File: config.mk
export PLATFORM = sky130hd
export DESIGN_NAME = padframe_top
export DESIGN_NICKNAME = d
export VERILOG_FILES = /design/src/padframe_pkg.sv /design/src/padframe_top.sv /design/src/padframe_in_demux.sv /design/src/padframe_out_mux.sv /design/src/padframe_regs.sv
export VERILOG_INCLUDE_DIRS = /design/src
export SDC_FILE = /design/constraint.sdc
export NUM_CORES = 1
export LEC_CHECK = 0
export ABC_CLOCK_PERIOD_IN_PS = 4900
export BUFFER_PORTS_ARGS = -buffer_cell sky130_fd_sc_hd__buf_2
export CAP_MARGIN = 20
export CORE_UTILIZATION = 52
export CTS_CLUSTER_SIZE = 28
export DETAILED_ROUTE_END_ITERATION = 6
export PLACE_DENSITY = 0.94
export SLEW_MARGIN = 20
export SYNTH_ARGS = -nofsm -noshare
export SYNTH_HDL_FRONTEND = slang
export SYNTH_SLANG_ARGS = --single-unit
File: constraint.sdc
create_clock -name clk_i -period 4.9 [get_ports clk_i]
set_input_delay 0.98 -clock clk_i [delete_from_list [all_inputs] [get_ports clk_i]]
set_output_delay 0.98 -clock clk_i [all_outputs]
set_load 0.01 [all_outputs]
File: src/padframe_cfg.svh
// Pad count and register step are fixed at build time and every code is two bits wide
`ifndef PADFRAME_CFG_SVH
`define PADFRAME_CFG_SVH

`define PADFRAME_NUM_PADS 8
`define PADFRAME_REG_STEP 4

`define PADFRAME_FUNC_GPIO 2'd0
`define PADFRAME_FUNC_UART 2'd1
`define PADFRAME_FUNC_SPI  2'd2
`define PADFRAME_FUNC_I2C  2'd3

// Role codes, meaning depends on the selected function
`define PADFRAME_ROLE_UART_TX  2'd0
`define PADFRAME_ROLE_UART_RX  2'd1
`define PADFRAME_ROLE_SPI_SCK  2'd0
`define PADFRAME_ROLE_SPI_CSN  2'd1
`define PADFRAME_ROLE_SPI_MOSI 2'd2
`define PADFRAME_ROLE_SPI_MISO 2'd3
`define PADFRAME_ROLE_I2C_SDA  2'd0
`define PADFRAME_ROLE_I2C_SCL  2'd1

`endif
File: src/padframe_pkg.sv
// Register bus is 32-bit address and data with no strobes and one config entry per pad
`include "padframe_cfg.svh"

package padframe_pkg;

  typedef logic [31:0] reg_addr_t;
  typedef logic [31:0] reg_data_t;

  typedef logic [1:0] pad_func_t;
  typedef logic [1:0] pad_role_t;
  typedef logic [`PADFRAME_NUM_PADS-1:0] pad_vec_t;

  // Register layout is {role, func}
  typedef struct packed {
    pad_role_t role;
    pad_func_t func;
  } pad_cfg_t;

  typedef pad_cfg_t [`PADFRAME_NUM_PADS-1:0] pad_cfg_array_t;

  typedef struct packed {
    logic      valid;
    logic      write;
    reg_addr_t addr;
    reg_data_t wdata;
  } reg_req_t;

  typedef struct packed {
    logic      ready;
    logic      error;
    reg_data_t rdata;
  } reg_rsp_t;

  typedef struct packed {
    logic uart_tx;
    logic spi_sck;
    logic spi_csn;
    logic spi_mosi;
    logic i2c_sda_o;
    logic i2c_sda_oe;
    logic i2c_scl_o;
    logic i2c_scl_oe;
  } periph_to_pad_t;

  typedef struct packed {
    logic uart_rx;
    logic spi_miso;
    logic i2c_sda_i;
    logic i2c_scl_i;
  } pad_to_periph_t;

endpackage

File: src/padframe_top.sv
// Pads are split into in, out and enable, config writes show on the pads right after the edge
module padframe_top (
  input  logic                         clk_i,
  input  logic                         rst_n_i,
  input  padframe_pkg::reg_req_t       reg_req_i,
  output padframe_pkg::reg_rsp_t       reg_rsp_o,
  input  padframe_pkg::pad_vec_t       gpio_out_i,
  input  padframe_pkg::pad_vec_t       gpio_dir_i,
  output padframe_pkg::pad_vec_t       gpio_in_o,
  input  padframe_pkg::periph_to_pad_t periph_i,
  output padframe_pkg::pad_to_periph_t periph_o,
  input  padframe_pkg::pad_vec_t       pad_in_i,
  output padframe_pkg::pad_vec_t       pad_out_o,
  output padframe_pkg::pad_vec_t       pad_oe_o
);

  import padframe_pkg::*;

  pad_cfg_array_t pad_cfg;

  padframe_regs padframe_regs_i (
    .clk_i     ( clk_i     ),
    .rst_n_i   ( rst_n_i   ),
    .reg_req_i ( reg_req_i ),
    .reg_rsp_o ( reg_rsp_o ),
    .pad_cfg_o ( pad_cfg   )
  );

  // Pin side
  padframe_out_mux padframe_out_mux_i (
    .pad_cfg_i  ( pad_cfg    ),
    .gpio_out_i ( gpio_out_i ),
    .gpio_dir_i ( gpio_dir_i ),
    .periph_i   ( periph_i   ),
    .pad_out_o  ( pad_out_o  ),
    .pad_oe_o   ( pad_oe_o   )
  );

  // Peripheral side
  padframe_in_demux padframe_in_demux_i (
    .pad_cfg_i ( pad_cfg   ),
    .pad_in_i  ( pad_in_i  ),
    .gpio_in_o ( gpio_in_o ),
    .periph_o  ( periph_o  )
  );

endmodule

File: src/padframe_in_demux.sv
// Purely combinational, lowest matching pad wins and unassigned inputs idle high
`include "padframe_cfg.svh"

module padframe_in_demux (
  input  padframe_pkg::pad_cfg_array_t pad_cfg_i,
  input  padframe_pkg::pad_vec_t       pad_in_i,
  output padframe_pkg::pad_vec_t       gpio_in_o,
  output padframe_pkg::pad_to_periph_t periph_o
);

  import padframe_pkg::*;

  // Scan from the top so the lowest matching pad is the last one taken
  function automatic logic pick_lowest(
    input pad_cfg_array_t cfg,
    input pad_vec_t       pins,
    input pad_func_t      func,
    input pad_role_t      role
  );
    logic level;
    level = 1'b1;
    for (int p = `PADFRAME_NUM_PADS - 1; p >= 0; p--) begin
      if (cfg[p].func == func && cfg[p].role == role) begin
        level = pins[p];
      end
    end
    return level;
  endfunction

  // GPIO inputs see every pad regardless of function
  assign gpio_in_o = pad_in_i;

  assign periph_o.uart_rx = pick_lowest(
    pad_cfg_i, pad_in_i, `PADFRAME_FUNC_UART, `PADFRAME_ROLE_UART_RX
  );

  assign periph_o.spi_miso = pick_lowest(
    pad_cfg_i, pad_in_i, `PADFRAME_FUNC_SPI, `PADFRAME_ROLE_SPI_MISO
  );

  assign periph_o.i2c_sda_i = pick_lowest(
    pad_cfg_i, pad_in_i, `PADFRAME_FUNC_I2C, `PADFRAME_ROLE_I2C_SDA
  );

  assign periph_o.i2c_scl_i = pick_lowest(
    pad_cfg_i, pad_in_i, `PADFRAME_FUNC_I2C, `PADFRAME_ROLE_I2C_SCL
  );

endmodule

File: src/padframe_out_mux.sv
// Purely combinational, undefined roles and input roles leave the pad undriven at level 0
`include "padframe_cfg.svh"

module padframe_out_mux (
  input  padframe_pkg::pad_cfg_array_t pad_cfg_i,
  input  padframe_pkg::pad_vec_t       gpio_out_i,
  input  padframe_pkg::pad_vec_t       gpio_dir_i,
  input  padframe_pkg::periph_to_pad_t periph_i,
  output padframe_pkg::pad_vec_t       pad_out_o,
  output padframe_pkg::pad_vec_t       pad_oe_o
);

  import padframe_pkg::*;

  always_comb begin
    pad_cfg_t cfg;
    cfg = '0;
    for (int p = 0; p < `PADFRAME_NUM_PADS; p++) begin
      cfg          = pad_cfg_i[p];
      pad_out_o[p] = 1'b0;
      pad_oe_o[p]  = 1'b0;
      case (cfg.func)
        `PADFRAME_FUNC_GPIO: begin
          // Role has no meaning here
          pad_out_o[p] = gpio_out_i[p];
          pad_oe_o[p]  = gpio_dir_i[p];
        end
        `PADFRAME_FUNC_UART: begin
          if (cfg.role == `PADFRAME_ROLE_UART_TX) begin
            pad_out_o[p] = periph_i.uart_tx;
            pad_oe_o[p]  = 1'b1;
          end
        end
        `PADFRAME_FUNC_SPI: begin
          case (cfg.role)
            `PADFRAME_ROLE_SPI_SCK: begin
              pad_out_o[p] = periph_i.spi_sck;
              pad_oe_o[p]  = 1'b1;
            end
            `PADFRAME_ROLE_SPI_CSN: begin
              pad_out_o[p] = periph_i.spi_csn;
              pad_oe_o[p]  = 1'b1;
            end
            `PADFRAME_ROLE_SPI_MOSI: begin
              pad_out_o[p] = periph_i.spi_mosi;
              pad_oe_o[p]  = 1'b1;
            end
            default: begin
              // MISO is an input
            end
          endcase
        end
        `PADFRAME_FUNC_I2C: begin
          // Open drain style, enable comes from the controller
          case (cfg.role)
            `PADFRAME_ROLE_I2C_SDA: begin
              pad_out_o[p] = periph_i.i2c_sda_o;
              pad_oe_o[p]  = periph_i.i2c_sda_oe;
            end
            `PADFRAME_ROLE_I2C_SCL: begin
              pad_out_o[p] = periph_i.i2c_scl_o;
              pad_oe_o[p]  = periph_i.i2c_scl_oe;
            end
            default: begin
            end
          endcase
        end
        default: begin
        end
      endcase
    end
  end

endmodule

File: src/padframe_regs.sv
// Always ready in the request cycle, needs at least two pads, only wdata bits 3:0 are stored
`include "padframe_cfg.svh"

module padframe_regs (
  input  logic                       clk_i,
  input  logic                       rst_n_i,
  input  padframe_pkg::reg_req_t     reg_req_i,
  output padframe_pkg::reg_rsp_t     reg_rsp_o,
  output padframe_pkg::pad_cfg_array_t pad_cfg_o
);

  import padframe_pkg::*;

  localparam int unsigned IdxW = $clog2(`PADFRAME_NUM_PADS);

  reg_addr_t      word_idx;
  logic [IdxW-1:0] pad_idx;
  logic           in_range;
  logic           wr_en;
  pad_cfg_array_t cfg_q;

  // Low address bits drop out of the division
  assign word_idx = reg_req_i.addr / `PADFRAME_REG_STEP;
  assign in_range = (word_idx < `PADFRAME_NUM_PADS);
  assign pad_idx  = word_idx[IdxW-1:0];

  assign wr_en = reg_req_i.valid & reg_req_i.write & in_range;

  always_ff @(posedge clk_i) begin
    if (!rst_n_i) begin
      cfg_q <= '0;
    end else if (wr_en) begin
      cfg_q[pad_idx] <= pad_cfg_t'(reg_req_i.wdata[$bits(pad_cfg_t)-1:0]);
    end
  end

  // Same-cycle response, no back-pressure
  always_comb begin
    reg_rsp_o.ready = reg_req_i.valid;
    reg_rsp_o.error = reg_req_i.valid & ~in_range;
    reg_rsp_o.rdata = '0;
    if (reg_req_i.valid && in_range) begin
      reg_rsp_o.rdata = {{($bits(reg_data_t) - $bits(pad_cfg_t)){1'b0}}, cfg_q[pad_idx]};
    end
  end

  assign pad_cfg_o = cfg_q;

endmodule

==> Flow_metrics.wiki, run 1 <==
{| class="wikitable"
! Metric !! Value
|-
| # clock sinks || 32
|-
| Final hold violation count || 0
|-
| Std cell rows || 29
|-
| Clock insertion delay at the later pin of the skew report || 0.28 ns
|-
| Kind of capture point of the worst setup path || output port
|-
| Count of TritonRoute iterations in the first routing pass || 5
|-
| Number of max-capacitance violations reported || 0
|-
| Maximum number of pins on one net before global-route repair || 37
|-
| TritonCTS clock tree || done
|-
| Layout cells sized above 1 || 24.0%
|-
| FF+latch count, synth || 32
|-
| Cell with the largest stage delay on the worst path || sky130_fd_sc_hd__or3b_1
|-
| Resized Gates After CTS || 0
|-
| Achievable frequency || 290 MHz
|-
| Relative area change from synthesis to final layout || 8.63%
|-
| IO Pins || 162
|-
| Post-detailed-route DRC marker count || 0
|-
| H-Tree Depth || 2
|-
| Total length of routed wires || 9760 um
|-
| Critical path buffers and inverters || 2
|-
| Hold buffer count at cts || 0
|-
| Overall global routing resource usage || 27.2%
|-
| Inserted Clock Buffers || 5
|-
| Fraction of registers with async set/reset || 0%
|-
| Netlist area before placement || 3450 sq um
|-
| Fraction of the yosys area taken by sequential cells || roughly 19%
|-
| Cell class contributing the biggest share of worst-path delay || simple AND/OR/NAND/NOR gates
|-
| Final antenna diode count || 0
|-
| Min Tclk post-route || 3.45 ns
|-
| Root buffer cell || sky130_fd_sc_hd__clkbuf_8
|-
| Endpoints failing setup || 0
|-
| Final design instance area without fill || between 3000 and 4000 sq um
|-
| WHS || 0.602 ns
|-
| Worst vdd rail ir drop || 0.000150 V
|-
| Startpoint-to-endpoint class of the critical path || input port to output port
|-
| Die boundary width || roughly 83 um
|-
| Clock-pin transition on the worst setup and hold timing paths || 0.07 ns
|-
| RSZ-0062 raised after global routing || false
|-
| Iteration-0 DRC count of the detailed router || 370
|-
| Instance area after placement || 3650 sq um
|-
| Main synth FF type || sky130_fd_sc_hd__dfxtp_1
|-
| Final Slew Violations || 0
|-
| DP Wirelength || 7150 um
|-
| Chain of cells forming the critical path || buf_2 -> or3b_1 -> nor4b_1 -> a211oi_1 -> nor4_1 -> o31ai_1 -> buf_2
|-
| Number of antenna violations at the first check in global routing || 0
|-
| Largest incremental delay on the critical path || slightly below 0.4 ns
|-
| Buffer levels on the longest clock path || 2
|-
| Total via count in the routed design || 3,665
|-
| Number of flip-flops under the largest register name || 32
|-
| Top cell by count, worst path || sky130_fd_sc_hd__buf_2
|-
| Post-placement cell count || 582
|-
| Average wire length per cell after detail routing || 16.6 um
|-
| Number of warnings reported in the yosys synthesis log || 0
|-
| Power density over cell area || 156 nW/um^2
|-
| Syn avg cell area || 7.45 sq um
|-
| Net count of the finished layout || between 600 and 700
|-
| Fin Setup TNS || 0 ns
|-
| Number of buffers added for setup after CTS || 0
|-
| Worst relative slew slack || 59.5%
|-
| Worst clock skew || 0 ns
|-
| Vias per std cell || 6.22
|-
| # port buffers || 103
|-
| EDFF count, synth || 0
|-
| Critical path peak fanout || 3
|-
| Die boundary height || 83.5 um
|-
| Synthesized instance count || roughly 460
|-
| Die footprint || 6970 sq um
|-
| Kind of launch point of the worst setup path || input port
|-
| Wire length of the first global-routing pass || 15,300 um
|-
| Worst endpoint data arrival time || 2.47 ns
|-
| Routability-driven placement congestion ratio || between 0.9 and 1
|-
| Via count of the first global-routing pass || 3,320
|-
| Remaining antenna violation count after routing || 0
|-
| Slew at the pin closest to its max-slew limit || 0.608 ns
|-
| Final Instance Count excl. Fillers || 589
|-
| Total core area || 6390 sq um
|-
| Total leakage power || 1.47 nW
|-
| Number of distinct library cells after synthesis || 56
|-
| Period utilization || 70.3%
|-
| Required @ worst endpoint || 3.92 ns
|-
| Congestion Overflow GR || 0
|-
| Class of the most critical hold timing path || flip-flop to flip-flop
|-
| Initial standard-cell utilization of the core || 54.0%
|-
| Power consumption || 0.000584 W
|-
| Outcome || finished, final reports clean
|}
-- cell type report --
type	instances	area, sq um
timing repair buffer	103	515
clock buffer	7	96.3
tap	77	96.3
multi-input combinational	364	2380
sequential	32	641
inverter	6	22.5
fill	595	2640
-- per-stage QoR --
step | utilization (%) | setup WS [ns]
floorplan | - | 1.82
global placement | 57.2 | 1.50
detailed placement | 57.2 | 1.47
CTS | 58.7 | 1.46
global route | 58.7 | 1.30
finish | 58.7 | 1.45
-- final timing paths --
check,from,to,slack [ns],cells past startpoint
max,pad_in_i[7],periph_o[1],1.45,7
min,padframe_regs_i.pad_cfg_o[23],padframe_regs_i.pad_cfg_o[23],0.60,2
max reg2reg,padframe_regs_i.pad_cfg_o[12],padframe_regs_i.pad_cfg_o[12],3.96,2
min reg2reg,padframe_regs_i.pad_cfg_o[23],padframe_regs_i.pad_cfg_o[23],0.60,2
-- power breakdown --
| part | internal [W] | switching, W |
|---|---|---|
| Clock | 0.000125 | 0.0000906 |
| Sequential | 0.000260 | 0.000000000000272 |
| Combinational | 0.0000422 | 0.0000660 |
-- metal layers --
layer	part of all wire [%]	track usage, %	routed length (um)	up-vias
met1	37	31.8	3640	1680
met2	48	46.9	4720	251
met5	0	0	0	-
met4	3.7	15.9	357	0
li1	-	-	-	1698
met3	11	4.65	1050	36
-- synthesized netlist by cell type (all sizes together) (10+ instances only) --
library cell,count,area [sq um]
nor2,27,101
a21oi,18,90.1
dfxtp,32,641
o21ai,25,125
mux2i,46,460
clkbuf,33,125
nand3b,10,75.1
buf,55,387
nand2,65,244
nand2b,11,68.8
-- tightest hold or removal path, stage by stage (launching register included) --
cell and delay [ns]:
sky130_fd_sc_hd__dfxtp_1 0.40, sky130_fd_sc_hd__nand2_1 0.09, sky130_fd_sc_hd__mux2i_1 0.06
-- logic make-up (layout without fill, tap and decap cells) --
family                 after synthesis  after routing  share of synthesized area [%]
AOI/OAI and AO/OA                   96             96                           18.1
buffers and inverters               94            116                           15.5
DFF                                 32             32                           18.6
muxes                               55             55                           17.6
other                                1             28                          0.109
and+or+nand+nor                    185            185                           30.2
-- placed cells by master, fill, tap and decap left out, types with 6 or more instances in the layout --
master and n:
sky130_fd_sc_hd__nand2_1 65, sky130_fd_sc_hd__a22oi_1 6, sky130_fd_sc_hd__inv_1 6, sky130_fd_sc_hd__nor3_1 6
sky130_fd_sc_hd__nand4b_1 7, sky130_fd_sc_hd__nand3_1 6, sky130_fd_sc_hd__nor4_1 7, sky130_fd_sc_hd__a31oi_1 6
sky130_fd_sc_hd__nand2b_1 11, sky130_fd_sc_hd__nand3b_1 10, sky130_fd_sc_hd__a21oi_1 18, sky130_fd_sc_hd__clkbuf_8 7
sky130_fd_sc_hd__o211ai_1 6, sky130_fd_sc_hd__o22ai_1 7, sky130_fd_sc_hd__nor2b_1 7, sky130_fd_sc_hd__o21ai_0 25
sky130_fd_sc_hd__and4b_1 7, sky130_fd_sc_hd__conb_1 28, sky130_fd_sc_hd__dfxtp_1 32, sky130_fd_sc_hd__nor2_1 27
sky130_fd_sc_hd__nor4bb_1 6, sky130_fd_sc_hd__buf_2 103, sky130_fd_sc_hd__mux2i_1 46
Power figures use the tool's default switching activity.
==> inputs of run 2 (changes only) <==
- ABC_AREA: unset -> 1
- ABC_CLOCK_PERIOD_IN_PS: 4900 -> 3000
- CORE_UTILIZATION: 52 -> 43
- PLACE_DENSITY: 0.94 -> 0.84
- clock period: 4.9 -> 3 ns (I/O delays scaled with it)
==> run 2 against run 1 <==
Flip-flop and latch count unchanged. Count of clock-buffer cells in the layout down 1. Total power up 75%. Area after synthesis down 3.3%. Critical path depth up 3. Non-clock buffer count up 1. Final area up 1.9%.
==> Flow_metrics.wiki, run 2 <==
{| class="wikitable"
! Metric !! Value
|-
| Slew at the pin closest to its max-slew limit || 0.914 ns (+0.306 ns)
|-
| Number of warnings reported in the yosys synthesis log || 0 (unchanged)
|-
| Critical path startpoint || padframe_regs_i.pad_cfg_o[26]
|-
| Cell with the largest stage delay on the worst path || sky130_fd_sc_hd__dfxtp_1
|-
| Net count of the finished layout || 781 (+28%)
|-
| Congestion Overflow GR || 0 (unchanged)
|-
| TritonCTS clock tree || done
|-
| Syn avg cell area || 5.57 sq um (-25%)
|-
| Top area cells in the synthesized netlist || sky130_fd_sc_hd__dfxtp_1 19%, sky130_fd_sc_hd__nand2_1 18%, sky130_fd_sc_hd__inv_1 9.0%
|-
| Startpoint of the worst hold path || padframe_regs_i.pad_cfg_o[10]
|-
| Buffer levels on the longest clock path || 2 (unchanged)
|-
| EDFF count, synth || 0 (unchanged)
|-
| Number of max-capacitance violations reported || 0 (unchanged)
|-
| Leading post-synthesis cells by instance count || 157 x sky130_fd_sc_hd__nand2_1, 80 x sky130_fd_sc_hd__inv_1, 74 x sky130_fd_sc_hd__nor2_1
|-
| Resized Gates After CTS || 0 (unchanged)
|-
| Kind of launch point of the worst setup path || flip-flop
|-
| Clock insertion delay at the later pin of the skew report || 0.28 ns (about the same)
|-
| Worst clock skew || 0 ns (unchanged)
|-
| Start of the worst register-to-register path || padframe_regs_i.pad_cfg_o[7]
|-
| Cell with the most instances after synthesis || sky130_fd_sc_hd__nand2_1
|-
| Chain of cells forming the critical path || nor2_1 -> nand2_1 -> nand3_1 -> nand3_1 -> nand3_1 -> nand2_1 -> nand2_1 -> nand2_1 -> a21oi_1 -> buf_2
|-
| Iteration-0 DRC count of the detailed router || 321 (-13%)
|-
| Worst vdd rail ir drop || 0.000251 V (+67%)
|-
| Required @ worst endpoint || 2.40 ns (-1.52 ns)
|-
| RSZ-0062 raised after global routing || false
|-
| Routability-driven placement congestion ratio || 0.993 (+5.3%)
|-
| Achievable frequency || 404 MHz
|-
| Total length of routed wires || 10,500 um (+7.5%)
|-
| DP Wirelength || 8220 um (+15%)
|-
| Average wire length per cell after detail routing || 13.4 um (-19%)
|-
| Final antenna diode count || 0 (unchanged)
|-
| Cell count of the worst reg-to-reg path || 2 (unchanged)
|-
| Final Slew Violations || 0 (unchanged)
|-
| Overall global routing resource usage || 25.4% (-1.8 points)
|-
| Relative area change from synthesis to final layout || 14.5%
|-
| Die footprint || 8120 sq um (+17%)
|-
| Fraction of registers with async set/reset || 0% (unchanged)
|-
| Final worst slack || 0.524 ns (-0.930 ns)
|-
| Initial standard-cell utilization of the core || 45.3% (-8.7 points)
|-
| Clock-pin transition on the worst setup and hold timing paths || 0.08 ns (about the same)
|-
| Outcome || finished, final reports clean
|-
| Post-detailed-route DRC marker count || 0 (unchanged)
|-
| Synthesized instance count || 599 (+29%)
|-
| IO Pins || 162 (unchanged)
|-
| Total via count in the routed design || 4,205 (+15%)
|-
| Power consumption || 0.00102 W (+75%)
|-
| # port buffers || 103 (unchanged)
|-
| Class of the most critical hold timing path || flip-flop to flip-flop
|-
| Endpoints failing setup || 0 (unchanged)
|-
| WHS || 0.509 ns (-0.0934 ns)
|-
| Wire length of the first global-routing pass || 17,000 um (+11%)
|-
| Post-layout utilization of the core || 51.9% (-6.8 points)
|-
| H-Tree Depth || 2 (unchanged)
|-
| Fraction of the yosys area taken by sequential cells || 19.2% (+0.63 points)
|-
| Total leakage power || 1.80 nW (+22%)
|-
| Minimum setup slack after placement || 0.626 ns (-0.848 ns)
|-
| Top cell by count, worst path || sky130_fd_sc_hd__nand2_1
|-
| Maximum number of pins on one net before global-route repair || 38 (+2.7%)
|-
| Number of buffers added for setup after CTS || 0 (unchanged)
|-
| Die boundary height || 90.1 um (+8.0%)
|-
| Kind of capture point of the worst setup path || output port
|-
| Layout cells sized above 1 || 17.7% (-6.3 points)
|-
| Final hold violation count || 0 (unchanged)
|-
| Number of distinct library cells after synthesis || 32 (-43%)
|-
| Count of TritonRoute iterations in the first routing pass || 5 (unchanged)
|-
| Power density over cell area || 268 nW/um^2 (+72%)
|-
| Period utilization || 82.5%
|-
| Inserted Clock Buffers || 5 (unchanged)
|-
| Critical path destination || periph_o[1]
|-
| Hold buffer count at cts || 0 (unchanged)
|-
| Critical path peak fanout || 7 (+4)
|-
| Root buffer cell || sky130_fd_sc_hd__clkbuf_8
|-
| # clock sinks || 32 (unchanged)
|-
| Most frequent standard cell in the layout excluding fill and tap cells || sky130_fd_sc_hd__nand2_1
|-
| Number of instances on the worst hold path || 2 (unchanged)
|-
| Reg-to-reg setup timing slack || 2.15 ns (-1.81 ns)
|-
| Number of flip-flops under the largest register name || 32 (unchanged)
|-
| Worst R2R End || padframe_regs_i.pad_cfg_o[7]
|-
| Vias per std cell || 5.38 (-13%)
|-
| Area leader, netlist || sky130_fd_sc_hd__dfxtp_1
|-
| Most frequent cells in the layout || 157 x sky130_fd_sc_hd__nand2_1, 103 x sky130_fd_sc_hd__buf_2, 80 x sky130_fd_sc_hd__inv_1, 74 x sky130_fd_sc_hd__nor2_1, 46 x sky130_fd_sc_hd__a21oi_1
|-
| FF+latch count, synth || 32 (unchanged)
|-
| Die boundary width || 90.1 um (+8.0%)
|-
| Netlist area before placement || 3340 sq um (-3.3%)
|-
| Via count of the first global-routing pass || 3,711 (+12%)
|-
| Min Tclk post-route || 2.48 ns
|-
| Worst endpoint data arrival time || 1.88 ns (-0.59 ns)
|-
| Largest incremental delay on the critical path || 0.41 ns (+0.02 ns)
|-
| Worst relative slew slack || 38.7% (-21 points)
|-
| Main synth FF type || sky130_fd_sc_hd__dfxtp_1
|-
| Fin Setup TNS || 0 ns (unchanged)
|-
| Number of antenna violations at the first check in global routing || 0 (unchanged)
|-
| Portion of synthesized cell area occupied by the leading cell type || 19.2% (+0.63 points)
|-
| Std cell rows || 31 (+6.9%)
|-
| Startpoint-to-endpoint class of the critical path || flip-flop to output port
|-
| Remaining antenna violation count after routing || 0 (unchanged)
|-
| Total core area || 7370 sq um (+15%)
|}
-- run 2: cell count changes after synthesis, moves of 11 or more --
cell / delta
sky130_fd_sc_hd__nand2_1: +92
sky130_fd_sc_hd__inv_1: +74
sky130_fd_sc_hd__nor2_1: +47
sky130_fd_sc_hd__mux2i_1: -46
sky130_fd_sc_hd__nand4_1: +38
sky130_fd_sc_hd__nand3_1: +37
sky130_fd_sc_hd__a21oi_1: +28
sky130_fd_sc_hd__clkbuf_1: -20
sky130_fd_sc_hd__nand2b_1: -11
-- run 2: area by class of cell --
class,count,area [sq um]
clock buffers,6,72.6
clock inverters,2,35.0
well taps,99,124
fillers,781,3550
repair buffers,104,523
inverters,83,312
flip-flops and latches,32,641
multi-input cells,455,2110
-- run 2: per-layer routing --
metal / routed length [um] / GRT usage, % / vias up
met4: 193 / 7.53 / 0
met1: 4480 / 32.9 / 1853
li1: - / - / 2081
met2: 4840 / 43.7 / 251
met3: 984 / 3.47 / 20
met5: 0 / 0 / -
-- run 2: logic make-up (layout without fill, tap and decap cells) --
family / Yosys count / count (layout) / share of synthesized area [%]
other cells: 1 / 28 / 0.112
flops: 32 / 32 / 19.2
buf+inv: 139 / 195 / 20.7
simple gates: 326 / 326 / 42.5
compound gates: 101 / 101 / 17.5
-- run 2: how the worst min path moves through the flow --
stage               slack [ns]                            end
floorplan                 0.48  padframe_regs_i.pad_cfg_o[11]
global placement          0.50  padframe_regs_i.pad_cfg_o[10]
detailed placement        0.50  padframe_regs_i.pad_cfg_o[10]
CTS                       0.51  padframe_regs_i.pad_cfg_o[10]
global route              0.54  padframe_regs_i.pad_cfg_o[10]
finish                    0.51  padframe_regs_i.pad_cfg_o[10]
-- run 2: power by group --
part	total [W]	internal [W]	switching, W
clock	0.000411	0.000246	0.000164
combinational	0.000188	0.0000663	0.000121
sequential	0.000425	0.000425	0.000000000000294
-- run 2: critical path: cells and delay by family (launching register included) --
family	cells	cell delay, ns
DFF	1	0.41
AOI/OAI and AO/OA	1	0.12
buffers and inverters	1	0.15
and+or+nand+nor	8	0.89
-- run 2: stage by stage --
stage | cells | cell area, sq um
after global placement | 773 | 3710
after detailed placement | 773 | 3710
after floorplan | 626 | 3440
final | 781 | 3820
after CTS | 781 | 3820
after global routing | 781 | 3820
